[src/logic/vcache_pkg.sv]
package vcache_pkg;

  localparam int ADDR_W    = 12;
  localparam int OFFSET_W  = 3;                // byte offset within a line
  localparam int INDEX_W   = 3;
  localparam int TAG_W     = ADDR_W - INDEX_W - OFFSET_W;
  localparam int NUM_SETS  = 8;
  localparam int NUM_STATS = 16;

  localparam int MISS_CYCLES = 4;              // stall length of one miss
  localparam int MISS_CNT_W  = $clog2(MISS_CYCLES + 1);
  localparam int FIFO_DEPTH  = 4;

  typedef logic [ADDR_W-1:0]  addr_t;
  typedef logic [3:0]         mask_t;
  typedef logic [1:0]         size_t;          // 0 byte, 1 half, 2/3 word
  typedef logic [TAG_W-1:0]   tag_t;
  typedef logic [INDEX_W-1:0] index_t;
  typedef logic [31:0]        stat_count_t;
  typedef logic [3:0]         stat_sel_t;

  typedef enum logic [1:0] {
    OP_LD    = 2'd0,
    OP_ST    = 2'd1,
    OP_TAGFL = 2'd2,                           // invalidate all lines
    OP_AINV  = 2'd3                            // invalidate line of addr
  } vcache_op_e;

  typedef enum logic [3:0] {
    CLS_LD_W, CLS_LD_H, CLS_LD_HU, CLS_LD_B, CLS_LD_BU,
    CLS_ST_W, CLS_ST_H, CLS_ST_B, CLS_ST_OTHER,
    CLS_TAGFL, CLS_AINV
  } vcache_cls_e;

  // counter select codes
  localparam stat_sel_t STAT_LD     = 4'd0;
  localparam stat_sel_t STAT_LD_LW  = 4'd1;
  localparam stat_sel_t STAT_LD_LH  = 4'd2;
  localparam stat_sel_t STAT_LD_LHU = 4'd3;
  localparam stat_sel_t STAT_LD_LB  = 4'd4;
  localparam stat_sel_t STAT_LD_LBU = 4'd5;
  localparam stat_sel_t STAT_ST     = 4'd6;
  localparam stat_sel_t STAT_ST_SW  = 4'd7;
  localparam stat_sel_t STAT_ST_SH  = 4'd8;
  localparam stat_sel_t STAT_ST_SB  = 4'd9;
  localparam stat_sel_t STAT_TAGFL  = 4'd10;
  localparam stat_sel_t STAT_AINV   = 4'd11;
  localparam stat_sel_t STAT_MISS_LD     = 4'd12;
  localparam stat_sel_t STAT_MISS_ST     = 4'd13;
  localparam stat_sel_t STAT_MISS_CYCLES = 4'd14;
  localparam stat_sel_t STAT_IDLE_CYCLES = 4'd15;

endpackage

[src/logic/vcache_mon_if.sv]
interface vcache_mon_if import vcache_pkg::*; ();

  logic        retire_v;                       // response handshake this cycle
  vcache_cls_e retire_cls;
  logic        retire_miss;
  logic        miss_v;                         // miss stall cycle

  modport tag (
    output retire_v,
    output retire_cls,
    output retire_miss,
    output miss_v
  );

  modport prof (
    input retire_v,
    input retire_cls,
    input retire_miss,
    input miss_v
  );

endinterface

[src/logic/vcache_req_if.sv]
interface vcache_req_if import vcache_pkg::*; ();

  logic        valid;
  logic        ready;
  vcache_cls_e cls;                            // profiling class
  addr_t       addr;

  // producer side
  modport src (
    output valid,
    output cls,
    output addr,
    input  ready
  );

  // consumer side
  modport snk (
    input  valid,
    input  cls,
    input  addr,
    output ready
  );

endinterface

[src/logic/vcache_profiled.sv]
module vcache_profiled import vcache_pkg::*; (
  input  logic        clk_i,
  input  logic        reset_i,

  input  logic        req_v_i,
  input  vcache_op_e  req_op_i,
  input  size_t       req_size_i,
  input  logic        req_sigext_i,
  input  mask_t       req_mask_i,
  input  addr_t       req_addr_i,
  output logic        req_ready_o,

  output logic        resp_v_o,
  input  logic        resp_ready_i,
  output vcache_cls_e resp_cls_o,
  output logic        resp_miss_o,

  input  stat_sel_t   stat_sel_i,
  output stat_count_t stat_o
);

  vcache_req_if dec_to_fifo ();                // decoder slot to FIFO
  vcache_req_if fifo_to_tag ();
  vcache_mon_if mon ();                        // profiler events

  vcache_req_decode u_decode (
    .clk_i       (clk_i),
    .reset_i     (reset_i),
    .in_v_i      (req_v_i),
    .in_op_i     (req_op_i),
    .in_size_i   (req_size_i),
    .in_sigext_i (req_sigext_i),
    .in_mask_i   (req_mask_i),
    .in_addr_i   (req_addr_i),
    .in_ready_o  (req_ready_o),
    .out_o       (dec_to_fifo.src)
  );

  vcache_req_fifo #(
    .depth (FIFO_DEPTH)
  ) u_fifo (
    .clk_i   (clk_i),
    .reset_i (reset_i),
    .in_i    (dec_to_fifo.snk),
    .out_o   (fifo_to_tag.src)
  );

  vcache_tag_stage u_tag (
    .clk_i        (clk_i),
    .reset_i      (reset_i),
    .req_i        (fifo_to_tag.snk),
    .resp_v_o     (resp_v_o),
    .resp_ready_i (resp_ready_i),
    .resp_cls_o   (resp_cls_o),
    .resp_miss_o  (resp_miss_o),
    .mon_o        (mon.tag)
  );

  vcache_profiler u_prof (
    .clk_i      (clk_i),
    .reset_i    (reset_i),
    .mon_i      (mon.prof),
    .stat_sel_i (stat_sel_i),
    .stat_o     (stat_o)
  );

endmodule

[src/logic/vcache_profiler.sv]
module vcache_profiler import vcache_pkg::*; (
  input  logic        clk_i,
  input  logic        reset_i,
  vcache_mon_if.prof  mon_i,
  input  stat_sel_t   stat_sel_i,
  output stat_count_t stat_o
);

  stat_count_t          cnt_r [NUM_STATS];
  logic [NUM_STATS-1:0] inc;
  logic                 is_ld;
  logic                 is_st;

  assign is_ld = mon_i.retire_cls inside {CLS_LD_W, CLS_LD_H, CLS_LD_HU, CLS_LD_B,
                                          CLS_LD_BU};
  assign is_st = mon_i.retire_cls inside {CLS_ST_W, CLS_ST_H, CLS_ST_B, CLS_ST_OTHER};

  // one increment strobe per counter
  always_comb begin
    inc = '0;
    if (mon_i.retire_v) begin
      case (mon_i.retire_cls)
        CLS_LD_W:  inc[STAT_LD_LW]  = 1'b1;
        CLS_LD_H:  inc[STAT_LD_LH]  = 1'b1;
        CLS_LD_HU: inc[STAT_LD_LHU] = 1'b1;
        CLS_LD_B:  inc[STAT_LD_LB]  = 1'b1;
        CLS_LD_BU: inc[STAT_LD_LBU] = 1'b1;
        CLS_ST_W:  inc[STAT_ST_SW]  = 1'b1;
        CLS_ST_H:  inc[STAT_ST_SH]  = 1'b1;
        CLS_ST_B:  inc[STAT_ST_SB]  = 1'b1;
        CLS_TAGFL: inc[STAT_TAGFL]  = 1'b1;
        CLS_AINV:  inc[STAT_AINV]   = 1'b1;
        default:   inc = '0;                   // odd-mask store, STAT_ST only
      endcase
      inc[STAT_LD] = is_ld;
      inc[STAT_ST] = is_st;
      inc[STAT_MISS_LD] = is_ld & mon_i.retire_miss;
      inc[STAT_MISS_ST] = is_st & mon_i.retire_miss;
    end
    inc[STAT_MISS_CYCLES] = mon_i.miss_v;
    inc[STAT_IDLE_CYCLES] = ~mon_i.miss_v & ~mon_i.retire_v;   // neither stalled nor retiring
  end

  always_ff @(posedge clk_i) begin
    for (int i = 0; i < NUM_STATS; i++) begin
      if (reset_i) begin
        cnt_r[i] <= '0;
      end else if (inc[i]) begin
        cnt_r[i] <= cnt_r[i] + 1'b1;
      end
    end
  end

  assign stat_o = cnt_r[stat_sel_i];           // readout mux

  a_retire_not_in_miss: assert property (@(posedge clk_i) disable iff (reset_i)
    !(mon_i.retire_v && mon_i.miss_v));

endmodule

[src/logic/vcache_req_decode.sv]
module vcache_req_decode import vcache_pkg::*; (
  input  logic       clk_i,
  input  logic       reset_i,
  input  logic       in_v_i,
  input  vcache_op_e in_op_i,
  input  size_t      in_size_i,
  input  logic       in_sigext_i,
  input  mask_t      in_mask_i,
  input  addr_t      in_addr_i,
  output logic       in_ready_o,
  vcache_req_if.src  out_o
);

  function automatic vcache_cls_e classify(vcache_op_e op, size_t size, logic sigext,
                                           mask_t mask);
    vcache_cls_e cls;
    case (op)
      OP_LD: begin
        if (size[1]) cls = CLS_LD_W;           // word ignores sign flag
        else if (size[0]) cls = sigext ? CLS_LD_H : CLS_LD_HU;
        else cls = sigext ? CLS_LD_B : CLS_LD_BU;
      end
      OP_ST: begin
        case ($countones(mask))
          4:       cls = CLS_ST_W;
          2:       cls = CLS_ST_H;
          1:       cls = CLS_ST_B;
          default: cls = CLS_ST_OTHER;         // odd masks
        endcase
      end
      OP_TAGFL: cls = CLS_TAGFL;
      default:  cls = CLS_AINV;
    endcase
    return cls;
  endfunction

  logic        slot_v_r;
  vcache_cls_e cls_r;
  addr_t       addr_r;

  assign in_ready_o  = ~slot_v_r | out_o.ready;   // empty or draining
  assign out_o.valid = slot_v_r;
  assign out_o.cls   = cls_r;
  assign out_o.addr  = addr_r;

  always_ff @(posedge clk_i) begin
    if (reset_i) begin
      slot_v_r <= 1'b0;
    end else if (in_v_i && in_ready_o) begin
      slot_v_r <= 1'b1;
    end else if (out_o.ready) begin
      slot_v_r <= 1'b0;
    end
  end

  always_ff @(posedge clk_i) begin
    if (in_v_i && in_ready_o) begin
      cls_r  <= classify(in_op_i, in_size_i, in_sigext_i, in_mask_i);
      addr_r <= in_addr_i;
    end
  end

  a_hold_until_taken: assert property (@(posedge clk_i) disable iff (reset_i)
    out_o.valid && !out_o.ready |=> out_o.valid && $stable(out_o.cls) && $stable(out_o.addr));

endmodule

[src/logic/vcache_req_fifo.sv]
module vcache_req_fifo import vcache_pkg::*; #(
  parameter int depth = FIFO_DEPTH             // power of two
) (
  input logic       clk_i,
  input logic       reset_i,
  vcache_req_if.snk in_i,
  vcache_req_if.src out_o
);

  localparam int PTR_W = (depth > 1) ? $clog2(depth) : 1;
  localparam int CNT_W = $clog2(depth + 1);

  vcache_cls_e cls_mem  [depth];
  addr_t       addr_mem [depth];

  logic [PTR_W-1:0] wr_ptr_r;
  logic [PTR_W-1:0] rd_ptr_r;
  logic [CNT_W-1:0] count_r;
  logic             push;
  logic             pop;

  assign in_i.ready  = (count_r != CNT_W'(depth));   // full drops ready
  assign out_o.valid = (count_r != '0);
  assign out_o.cls   = cls_mem[rd_ptr_r];
  assign out_o.addr  = addr_mem[rd_ptr_r];

  assign push = in_i.valid & in_i.ready;
  assign pop  = out_o.valid & out_o.ready;

  always_ff @(posedge clk_i) begin
    if (reset_i) begin
      wr_ptr_r <= '0;
      rd_ptr_r <= '0;
      count_r  <= '0;
    end else begin
      if (push) begin
        wr_ptr_r <= (wr_ptr_r == PTR_W'(depth - 1)) ? '0 : wr_ptr_r + 1'b1;
      end
      if (pop) begin
        rd_ptr_r <= (rd_ptr_r == PTR_W'(depth - 1)) ? '0 : rd_ptr_r + 1'b1;
      end
      case ({push, pop})
        2'b10:   count_r <= count_r + 1'b1;
        2'b01:   count_r <= count_r - 1'b1;
        default: count_r <= count_r;           // none or both
      endcase
    end
  end

  // storage, written only on push
  always_ff @(posedge clk_i) begin
    if (push) begin
      cls_mem[wr_ptr_r]  <= in_i.cls;
      addr_mem[wr_ptr_r] <= in_i.addr;
    end
  end

  a_count_bound: assert property (@(posedge clk_i) disable iff (reset_i)
    count_r <= CNT_W'(depth));

endmodule

[src/logic/vcache_tag_stage.sv]
module vcache_tag_stage import vcache_pkg::*; (
  input  logic        clk_i,
  input  logic        reset_i,
  vcache_req_if.snk   req_i,
  output logic        resp_v_o,
  input  logic        resp_ready_i,
  output vcache_cls_e resp_cls_o,
  output logic        resp_miss_o,
  vcache_mon_if.tag   mon_o
);

  typedef enum logic [1:0] {
    ST_IDLE,
    ST_MISS,
    ST_RESP
  } state_e;

  state_e                state_r;
  logic [NUM_SETS-1:0]   valid_r;
  tag_t                  tag_r [NUM_SETS];

  vcache_cls_e           cls_r;
  addr_t                 addr_r;
  logic                  miss_r;
  logic [MISS_CNT_W-1:0] miss_cnt_r;

  index_t req_idx;
  tag_t   req_tag;
  index_t held_idx;
  logic   take;
  logic   hit;
  logic   is_mem;

  assign req_idx  = req_i.addr[OFFSET_W +: INDEX_W];
  assign req_tag  = req_i.addr[OFFSET_W + INDEX_W +: TAG_W];
  assign held_idx = addr_r[OFFSET_W +: INDEX_W];

  assign req_i.ready = (state_r == ST_IDLE);   // one request in flight
  assign take   = req_i.valid & req_i.ready;
  assign hit    = valid_r[req_idx] && (tag_r[req_idx] == req_tag);
  assign is_mem = (req_i.cls != CLS_TAGFL) && (req_i.cls != CLS_AINV);

  assign resp_v_o    = (state_r == ST_RESP);
  assign resp_cls_o  = cls_r;
  assign resp_miss_o = miss_r;

  assign mon_o.retire_v    = resp_v_o & resp_ready_i;
  assign mon_o.retire_cls  = cls_r;
  assign mon_o.retire_miss = miss_r;
  assign mon_o.miss_v      = (state_r == ST_MISS);

  always_ff @(posedge clk_i) begin
    if (reset_i) begin
      state_r <= ST_IDLE;
      valid_r <= '0;                           // all lines invalid
    end else begin
      case (state_r)
        ST_IDLE: begin
          if (take) begin
            case (req_i.cls)
              CLS_TAGFL: begin
                valid_r <= '0;
                state_r <= ST_RESP;
              end
              CLS_AINV: begin
                if (hit) valid_r[req_idx] <= 1'b0;   // only on tag match
                state_r <= ST_RESP;
              end
              default: state_r <= hit ? ST_RESP : ST_MISS;
            endcase
          end
        end
        ST_MISS: begin
          if (miss_cnt_r == '0) begin
            valid_r[held_idx] <= 1'b1;         // allocate at end of stall
            state_r <= ST_RESP;
          end
        end
        ST_RESP: if (resp_ready_i) state_r <= ST_IDLE;
        default: state_r <= ST_IDLE;
      endcase
    end
  end

  always_ff @(posedge clk_i) begin
    if (take) begin
      cls_r      <= req_i.cls;
      addr_r     <= req_i.addr;
      miss_r     <= is_mem & ~hit;
      miss_cnt_r <= MISS_CNT_W'(MISS_CYCLES - 1);
    end else if (state_r == ST_MISS) begin
      miss_cnt_r <= miss_cnt_r - 1'b1;
      if (miss_cnt_r == '0) tag_r[held_idx] <= addr_r[OFFSET_W + INDEX_W +: TAG_W];
    end
  end

  a_resp_stable: assert property (@(posedge clk_i) disable iff (reset_i)
    resp_v_o && !resp_ready_i |=> resp_v_o && $stable(resp_cls_o) && $stable(resp_miss_o));

endmodule

[config.mk]
export PLATFORM = sky130hd
export DESIGN_NAME = vcache_profiled
export DESIGN_NICKNAME = d
export VERILOG_FILES = /design/src/logic/vcache_pkg.sv /design/src/logic/vcache_mon_if.sv /design/src/logic/vcache_req_if.sv /design/src/logic/vcache_profiled.sv /design/src/logic/vcache_profiler.sv /design/src/logic/vcache_req_decode.sv /design/src/logic/vcache_req_fifo.sv /design/src/logic/vcache_tag_stage.sv
export SDC_FILE = /design/constraint.sdc
export NUM_CORES = 1
export LEC_CHECK = 0
export ABC_AREA = 1
export BUFFER_PORTS_ARGS = -buffer_cell sky130_fd_sc_hd__buf_2
export CAP_MARGIN = 10
export CELL_PAD_IN_SITES_DETAIL_PLACEMENT = 1
export CELL_PAD_IN_SITES_GLOBAL_PLACEMENT = 2
export CORE_MARGIN = 4
export CORE_UTILIZATION = 43
export DETAILED_ROUTE_END_ITERATION = 8
export HOLD_SLACK_MARGIN = 0.06
export MAX_ROUTING_LAYER = met4
export PLACE_DENSITY = 0.91
export SYNTH_ARGS = -nofsm -noshare
export SYNTH_HDL_FRONTEND = slang
export SYNTH_SLANG_ARGS = --single-unit
[constraint.sdc]
create_clock -name clk_i -period 7.4 [get_ports clk_i]
set_input_delay 1.48 -clock clk_i [delete_from_list [all_inputs] [get_ports clk_i]]
set_output_delay 1.48 -clock clk_i [all_outputs]
set_load 0.005 [all_outputs]
== Word level (Yosys, flattened, before mapping) ==
Memory sizes are Yosys's and may differ from the RTL's. A register that Yosys moved wholly into a read port is not among the register bits.
Index checks and enable logic that the tools add are counted.

* Input bits: 29
* Output and inout bits: 39
* Memories: 4
* Logic and storage cells: 240
* Bits in registers: 54
* Bits in writable memories: 624

{| class="wikitable"
|+ Memories
! name !! words !! width !! rd ports !! clocked after memory_dff !! write ports !! line !! text
|-
| u_prof.cnt_r || 16 || 32 || 17 || 0 || 16 || vcache_profiler.sv:9 || <nowiki>stat_count_t cnt_r [NUM_STATS];</nowiki>
|-
| u_fifo.addr_mem || 4 || 12 || 1 || 1 || 1 || vcache_req_fifo.sv:14 || <nowiki>addr_t addr_mem [depth];</nowiki>
|-
| u_tag.tag_r || 8 || 6 || 1 || 0 || 1 || vcache_tag_stage.sv:20 || <nowiki>tag_t tag_r [NUM_SETS];</nowiki>
|-
| u_fifo.cls_mem || 4 || 4 || 1 || 1 || 1 || vcache_req_fifo.sv:13 || <nowiki>vcache_cls_e cls_mem [depth];</nowiki>
|}

* Add/sub/neg operators: 24
* Equal/unequal tests: 32
* Bitwise operators: 31
* Reductions and logical operators: 18
* Muxes and demuxes: 115
* Magnitude comparators: 4

{| class="wikitable"
|+ Operators with widths
! kind !! number
|-
| $add A32 B1 Y32 const B || 16
|-
| $mux W32 || 16
|-
| $mux W1 || 71
|-
| $add A32 B32 Y32 || 1
|-
| $eq A32 B1 Y1 const B || 1
|-
| $eq A32 B2 Y1 const B || 1
|-
| $eq A32 B3 Y1 const B || 1
|-
| $pmux W8 S2 || 2
|-
| $mux W2 || 12
|-
| $mux W8 || 3
|-
| $pmux W4 S3 || 2
|-
| $eq A4 B4 Y1 const B || 5
|-
| $or A1 B1 Y1 || 17
|-
| $eq A4 B3 Y1 const B || 4
|-
| $mux W14 || 1
|-
| $eq A2 B2 Y1 const B || 5
|-
| $ne A3 B3 Y1 const B || 3
|-
| $and A8 B8 Y8 || 1
|-
| $eq A4 B2 Y1 const B || 2
|-
| $lt A3 B4 Y1 const B || 2
|-
| $mux W4 || 2
|-
| $ne A4 B4 Y1 const B || 2
|-
| $not A8 Y8 || 1
|-
| $or A8 B8 Y8 || 1
|-
| other kinds (27) || 52
|}

== Logic depth before layout (Yosys ltp) ==
Gate-level depths: netlist (run 1).

* Depth in word-level cells: 10
* Depth in mapped cells: 21
* Gate-level depth less buffers: 20

== Modules after synthesis ==
Synthesis (run 1) repeated with hierarchy kept, for this count alone.

* Cell total of the unflattened synthesis: 5811
* Area total of the unflattened synthesis: 42977.5 µm²

{| class="wikitable"
|+ Modules (own cells, without submodules)
! module !! times used !! cells an instance !! seq. area each (µm²) !! area an instance (µm²)
|-
| vcache_profiler || 1 || 5122 || 15374.7 || 35801.8
|-
| vcache_tag_stage || 1 || 404 || 2122.0 || 3577.2
|-
| vcache_req_fifo || 1 || 224 || 2102.0 || 2859.0
|-
| vcache_req_decode || 1 || 61 || 500.5 || 739.5
|}

== Least setup slack after synthesis (run 1) ==
Ideal clock, no wire load.

* Path type: input to register
* Start: input port resp_ready_i
* End: memory u_prof.cnt_r[13][0] in the netlist's numbering (enable)
* Setup time: 0.466 ns
* Stages on the path: 6
* Arrival: 4.210 ns
* Path slack: 2.725 ns
* Buffers on the path: 0
* Path through: nand2_1 > inv_2 > o21ai_0 > a21oi_1 > inv_1 > o21ai_0

{| class="wikitable"
|+ RTL lines
! item !! line !! text
|-
| from (decl) || vcache_profiled.sv:14 || <nowiki>input logic resp_ready_i,</nowiki>
|-
| to (decl) || vcache_profiler.sv:9 ||
|}

== Worst setup path in the final report (run 1) ==
* Start: input port stat_sel_i[1]
* End: output port stat_o[0]

* Cells in the longest elaborated chain, start to end: 1

{| class="wikitable"
|+ Ends and longest elaborated chain
! item !! line !! text
|-
| from (decl) || vcache_profiled.sv:18 || <nowiki>input stat_sel_t stat_sel_i,</nowiki>
|-
| $mem_v2 Z16 W32 || -- ||
|-
| to (decl) || vcache_profiled.sv:19 || <nowiki>output stat_count_t stat_o</nowiki>
|}

Every way passes these cells.

==> flow_summary_export.csv, run 1 <==
group,metric,value,unit
clocking,cts_tree,"built",
place,gp_congestion,0.880,
yosys,synth_top_area_share,48.9,%
run,maxCapViolCount,0,
yosys,synth.avg_cell_area,8.35,um2
yosys,synthArstFlopShare,0,%
floorplan,initial_core_util,43.5,%
critical_path,end_kind,"primary output",
final_layout,fill_cells,10728,
clocking,worstSkewPairLatency,0.66,ns
timing,post-route-period-util,78.0,%
grt,antenna_found_initial,2,
floorplan,die_w,310,um
clocking,clock-sinks,662,
run_status,status,"finished, final reports clean",
place,dpl_cell_area,40800,um2
critical_path,cp_cell_sequence,"buf_6 -> inv_2 -> buf_4 -> o21ai_0 -> o21ai_0 -> o221ai_1 -> nand2_1 -> buf_2",
critical_path,crit_start,"stat_sel_i[1]",
yosys,syn_area,39300,um2
critical_path,startpoint_type,"input port",
floorplan,die_h,310,um
floorplan,num_io_pins,68,
yosys,yosys_warnings,0,
timing,fmax,173,MHz
grt,grt_start_max_net_pins,148,
pwr,ir_worst_vdd,0.235,mV
final_layout,drive_gt1_share,9.49,%
timing,grt_setup_unrepaired,"false",
timing,fin_ws,1.63,ns
clocking,cts_root_buf,"clkbuf_16",
clocking,clockBufferDepth,3,
critical_path,slowest_delay,0.77,ns
clocking,clkTransAtPathRegs,0.06,ns
clocking,holdBufCountCts,0,
routing,drtAntennaViolNets,0,
yosys,synth.area.top_cells,"edfxtp_1 (49%), nand2_1 (7.2%), o21ai_0 (6.8%)",
critical_path,worstPathArrival,4.29,ns
yosys,synth_largest_area_cell,"edfxtp_1",
hold_path,holdCritPathClass,"reg2reg",
routing,wl,124000,um
critical_path,timing.rr.start,"u_tag.mon_o.retire_cls[3]",
yosys,ys_types,66,
place,dp.final_hpwl,89400,um
floorplan,dieArea,96200,um2
routing,drc_errors,0,
critical_path,worstPathMaxFanout,44,
yosys,synth-edff-count,639,
place,pre_cts_slack,1.67,ns
critical_path,critPathMostFrequentCell,"o21ai_0",
clocking,postCtsSetupRepairBufs,0,
grt,grt_pass1_wl,192000,um
final_layout,utilization,48.1,%
routing,wl_per_cell,20.7,um
critical_path,reg2reg_slack,3.52,ns
grt,grtUsageTotal,26.2,%
floorplan,rows,110,
place,io_buffers,64,
timing,period_minus_slack,5.77,ns
grt,grt_pass1_vias,33976,
timing,setup_violations,0,
yosys,dominantRegCellSynth,"edfxtp_1",
clocking,post_cts_resized,0,
timing,worst-slew-pin-transition,1.16,ns
pwr,p_per_area,258,nW/um2
timing,fin_tns_setup,0,ns
routing,dr_total_vias,33940,
yosys,syn_inst,4703,
critical_path,crit_required,5.92,ns
final_layout,syn_to_final_growth,10.7,%
final_layout,final_area,43500,um2
timing,drv_slew,0,
yosys,synth-seq-cells,662,
timing,finalHoldViolCount,0,
routing,dr.pass1.iters,5,
grt,overflow,0,
hold_path,worstHoldStart,"u_decode.out_o.addr[11]",
place,dp.cells,5825,
clocking,cts_buffers,80,
final_layout,fin_nets,4790,
pwr,p_leak,0.0157,uW
routing,drtIter0Drc,2782,
yosys,synth.net_count,4762,
clocking,cts_max_level,3,
timing,slew_headroom,22.2,%
yosys,synth_seq_area_share,50.0,%
routing,via_per_inst,5.68,
critical_path,crit_slowest_cell,"o21ai_0",
floorplan,core,90300,um2
critical_path,critPathKind,"in2out",
timing,skew,0.0188,ns
final_layout,stdcell_count,5971,
placed cells by master (no fill, tap or decap), drive strengths merged, types with 2 or more instances in the layout:
cell and instances:
nor3b 32, a32oi 6, o21bai 2, nand3b 4
clkbuf 99, o31ai 3, nand3 197, nor2 591
a31oi 15, bufinv 10, o22ai 16, a21oi 515
xor2 30, or2 49, nor4 25, mux2i 5
a221oi 5, buf 115, fa 2, clkinvlp 2
edfxtp 639, xnor2 19, o221ai 51, clkinv 39
o21ai 544, nand4 60, or4 3, o211ai 4
nor3 202, ha 28, and3 12, inv 611
a211oi 17, o211a 3, dfxtp 23, o21a 34
nand2 775
worst max-delay path: cells and delay by family:
kind / cells / cell delay (ns)
compound gates: 3 / 1.30
simple gates: 1 / 0.14
buf+inv: 4 / 1.28
metal layers:
metal  global-route usage (%)  vias to the layer above  routed length, um
met3                     3.34                      157               6080
li1                         -                    16249                  -
met2                     42.0                      698              58100
met4                     6.42                        0               2930
met1                     35.6                    16836              56700
met5                        -                        -                  0
final timing paths:
| path | to | cells after the start |
|---|---|---|
| worst min register to register | u_fifo.addr_mem[3][11] | 0 |
| worst min-delay path | u_fifo.addr_mem[3][11] | 0 |
| worst max register to register | u_prof.cnt_r[12][30] | 13 |
| worst max-delay path | stat_o[0] | 8 |
power breakdown:
part	switching, uW	total (uW)	internal, uW	leakage [uW]
logic	1560	2150	591	0.00775
registers	381	4990	4610	0.00669
clock network	1670	4080	2410	0.00128
total	3610	11200	7620	0.0157
cells in the mapped netlist (31+ instances only):
| cell type | number |
|---|---|
| o21ai_0 | 530 |
| a21oi_1 | 514 |
| or2_2 | 31 |
| o21a_1 | 34 |
| edfxtp_1 | 639 |
| nand4_1 | 57 |
| nand3_1 | 178 |
| nor2_2 | 59 |
| clkbuf_1 | 132 |
| o221ai_1 | 51 |
| nor2_1 | 511 |
| nand2_1 | 748 |
| nor3_1 | 175 |
| inv_1 | 594 |
cell families (layout without fill, tap and decap cells):
logic type / count (synthesis) / after routing / share of synthesized area [%]
simple gates: 1951 / 1951 / 23.2
compound gates: 1221 / 1221 / 16.8
buf+inv: 785 / 876 / 7.74
flops: 662 / 662 / 50.0
xor+xnor: 49 / 49 / 1.09
fa+ha+maj: 30 / 30 / 0.994
mux: 5 / 5 / 0.127
other cells: 0 / 1 / 0
registers in the layout, indices dropped and copies added (netlist names), 3 cells and up, named ones only:
signal                  cells
u_prof.cnt_r              512
u_tag.tag_r                48
u_fifo.cls_mem             16
u_tag.miss_cnt_r            3
u_decode.out_o.addr         9
u_decode.out_o.cls          4
u_fifo.addr_mem            36
u_tag.mon_o.retire_cls      4
u_fifo.count_r              3
u_tag.addr_r                9
u_tag.valid_r               8
stage by stage:
step | hold slack [ns] | power, uW
after global placement | 0.461 | 7130
after floorplan | 0.452 | 6430
after global routing | 0.529 | 11800
after detailed placement | 0.483 | 7210
after CTS | 0.497 | 11300
final | 0.498 | 11200
cell type report:
type | instances | area, um2 | share of cell area, %
antenna | 1 | 2.50 | 0.00576
multi-input combinational | 3256 | 16600 | 38.3
sequential | 662 | 19600 | 45.2
tap | 1176 | 1470 | 3.39
clock buffer | 99 | 2160 | 4.97
inverter | 616 | 2320 | 5.33
clock inverter | 46 | 482 | 1.11
timing repair buffer | 115 | 757 | 1.74
(Power assumes the default switching activity.)
==> run 2, diff against run 1 <==
Settings changed: CORE_UTILIZATION 43 to 36, PLACE_DENSITY 0.91 to 0.82.
Clock period 7.4 ns to 4.8 ns, I/O delays scaled along.
==> flow_summary_export.csv, run 2 (synthesized netlist as in run 1, its figures left out) <==
group,metric,value,unit
run_status,status,"finished, final reports clean",
timing,skew,0.0338,ns
final_layout,syn_to_final_growth,12.6,%
clocking,holdBufCountCts,0,
clocking,clkTransAtPathRegs,0.06,ns
timing,drv_slew,0,
clocking,cts_max_level,3,
timing,fin_tns_setup,0,ns
pwr,p_sw,5750,uW
timing,fmax,230,MHz
grt,antenna_found_initial,8,
grt,grt_pass1_vias,34276,
routing,dr_total_vias,33947,
floorplan,core,108000,um2
place,io_buffers,64,
pwr,clkPwrFrac,36.6,%
timing,grt_setup_unrepaired,"false",
place,pre_cts_slack,0.543,ns
place,dp.final_hpwl,93000,um
clocking,cts_tree,"built",
timing,whs,0.457,ns
critical_path,worstPathArrival,3.38,ns
grt,grt_pass1_wl,199000,um
critical_path,end_kind,"primary output",
clocking,postCtsSetupRepairBufs,0,
critical_path,critPathKind,"in2out",
critical_path,crit_required,3.84,ns
pwr,internal-power,11800,uW
critical_path,startpoint_type,"input port",
pwr,p_comb_share,19.3,%
clocking,worstSkewPairLatency,0.68,ns
clocking,clock-sinks,662,
floorplan,die_h,338,um
routing,wl,127000,um
run,maxCapViolCount,0,
timing,slew_headroom,22.0,%
hold_path,holdCritPathClass,"in2reg",
final_layout,fin_nets,4831,
grt,grtUsageTotal,22.4,%
pwr,sw_frac_of_total,32.8,%
timing,worst-slew-pin-transition,1.17,ns
routing,dr.pass1.iters,5,
pwr,p_leak,0.0160,uW
pwr,seqPwrFrac,44.0,%
final_layout,fill_cells,12713,
timing,setup_violations,0,
final_layout,seq_area,19600,um2
pwr,p_per_area,396,nW/um2
routing,drc_errors,0,
routing,drtIter0Drc,2367,
clocking,cts_root_buf,"clkbuf_16",
routing,via_per_inst,5.44,
final_layout,drive_gt1_share,10.3,%
final_layout,top_regs,"u_prof.cnt_r x512, u_tag.tag_r x48, u_fifo.addr_mem x36",
floorplan,num_io_pins,68,
timing,finalHoldViolCount,0,
floorplan,initial_core_util,36.5,%
place,gp_congestion,0.875,
routing,drtAntennaViolNets,0,
final_layout,final_common_cell,"nand2_1",
clocking,cts_buffers,81,
grt,overflow,0,
grt,grt_start_max_net_pins,109,
timing,fin_ws,0.457,ns
floorplan,dieArea,114000,um2
final_layout,multi_input_area,16600,um2
timing,post-route-period-util,90.5,%
floorplan,die_w,338,um
routing,wl_per_cell,20.4,um
clocking,clockBufferDepth,3,
floorplan,rows,120,
critical_path,worstPathMaxFanout,48,
clocking,post_cts_resized,0,
pwr,ir_worst_vdd,0.293,mV
final_layout,layout_common_cells,"nand2_1 (748), edfxtp_1 (639), inv_1 (590), o21ai_0 (523), a21oi_1 (514)",
final_layout,largest_reg_flops,512,
final_layout,utilization,41.1,%
pwr,total_power,17500,uW
timing,period_minus_slack,4.34,ns
final_layout,top_register,"u_prof.cnt_r",
==> run 2: cell count changes in the layout (fill, tap and decap cells not counted), sizes merged <==
cell | previous run | this run
inv | 611 | 613
diode | 1 | 2
clkinvlp | 2 | 1
clkbuf | 99 | 101
buf | 115 | 155
==> run 2: stage by stage <==
stage | instances | cell area [um2]
global route | 6240 | 44200
detailed placement | 6091 | 41500
global placement | 6091 | 41500
floorplan | 4703 | 39300
finish | 6242 | 44200
CTS | 6239 | 44200
==> run 2: layout make-up <==
type                       count  area share (%)
antenna                        2          0.0113
clock inverter                47            1.38
inverter                     616            5.24
timing repair buffer         155            2.58
tap                         1403            3.97
clock buffer                 101            4.75
sequential                   662            44.4
multi-input combinational   3256            37.6
==> run 2: worst max-delay path, stage by stage <==
cell	delay, ns
buf_8	0.26
buf_4	0.38
o21ai_0	0.11
o21ai_0	0.85
o221ai_1	0.38
nand2_1	0.24
buf_2	0.14
==> run 2: power groups by stage <==
stage / clock, uW / combinational (uW) / sequential [uW]
3_5_place_dp: 0 / 3390 / 7830
6_report: 6420 / 3390 / 7710
5_1_grt: 6830 / 3790 / 7810
2_1_floorplan: 0 / 2310 / 7600
3_3_place_gp: 0 / 3310 / 7800
4_1_cts: 6590 / 3420 / 7720
==> run 2: final timing paths <==
| path | slack [ns] | depth (start not counted) | endpoint | start |
|---|---|---|---|---|
| setup / recovery | 0.46 | 7 | stat_o[12] | stat_sel_i[0] |
| hold / removal | 0.46 | 1 | u_decode.out_o.addr[10] | req_addr_i[10] |
| setup reg to reg | 1.35 | 16 | u_tag.valid_r[7] | flip-flop |
| hold reg to reg | 0.49 | 2 | u_tag.valid_r[4] | u_tag.valid_r[4] |
==> run 2: metal layers <==
metal	GRT usage, %	share of wire, %	up-vias
met5	-	0	-
met2	35.6	46	660
met4	6.11	2.4	0
li1	-	-	16340
met3	2.76	4.4	168
met1	30.4	47	16779
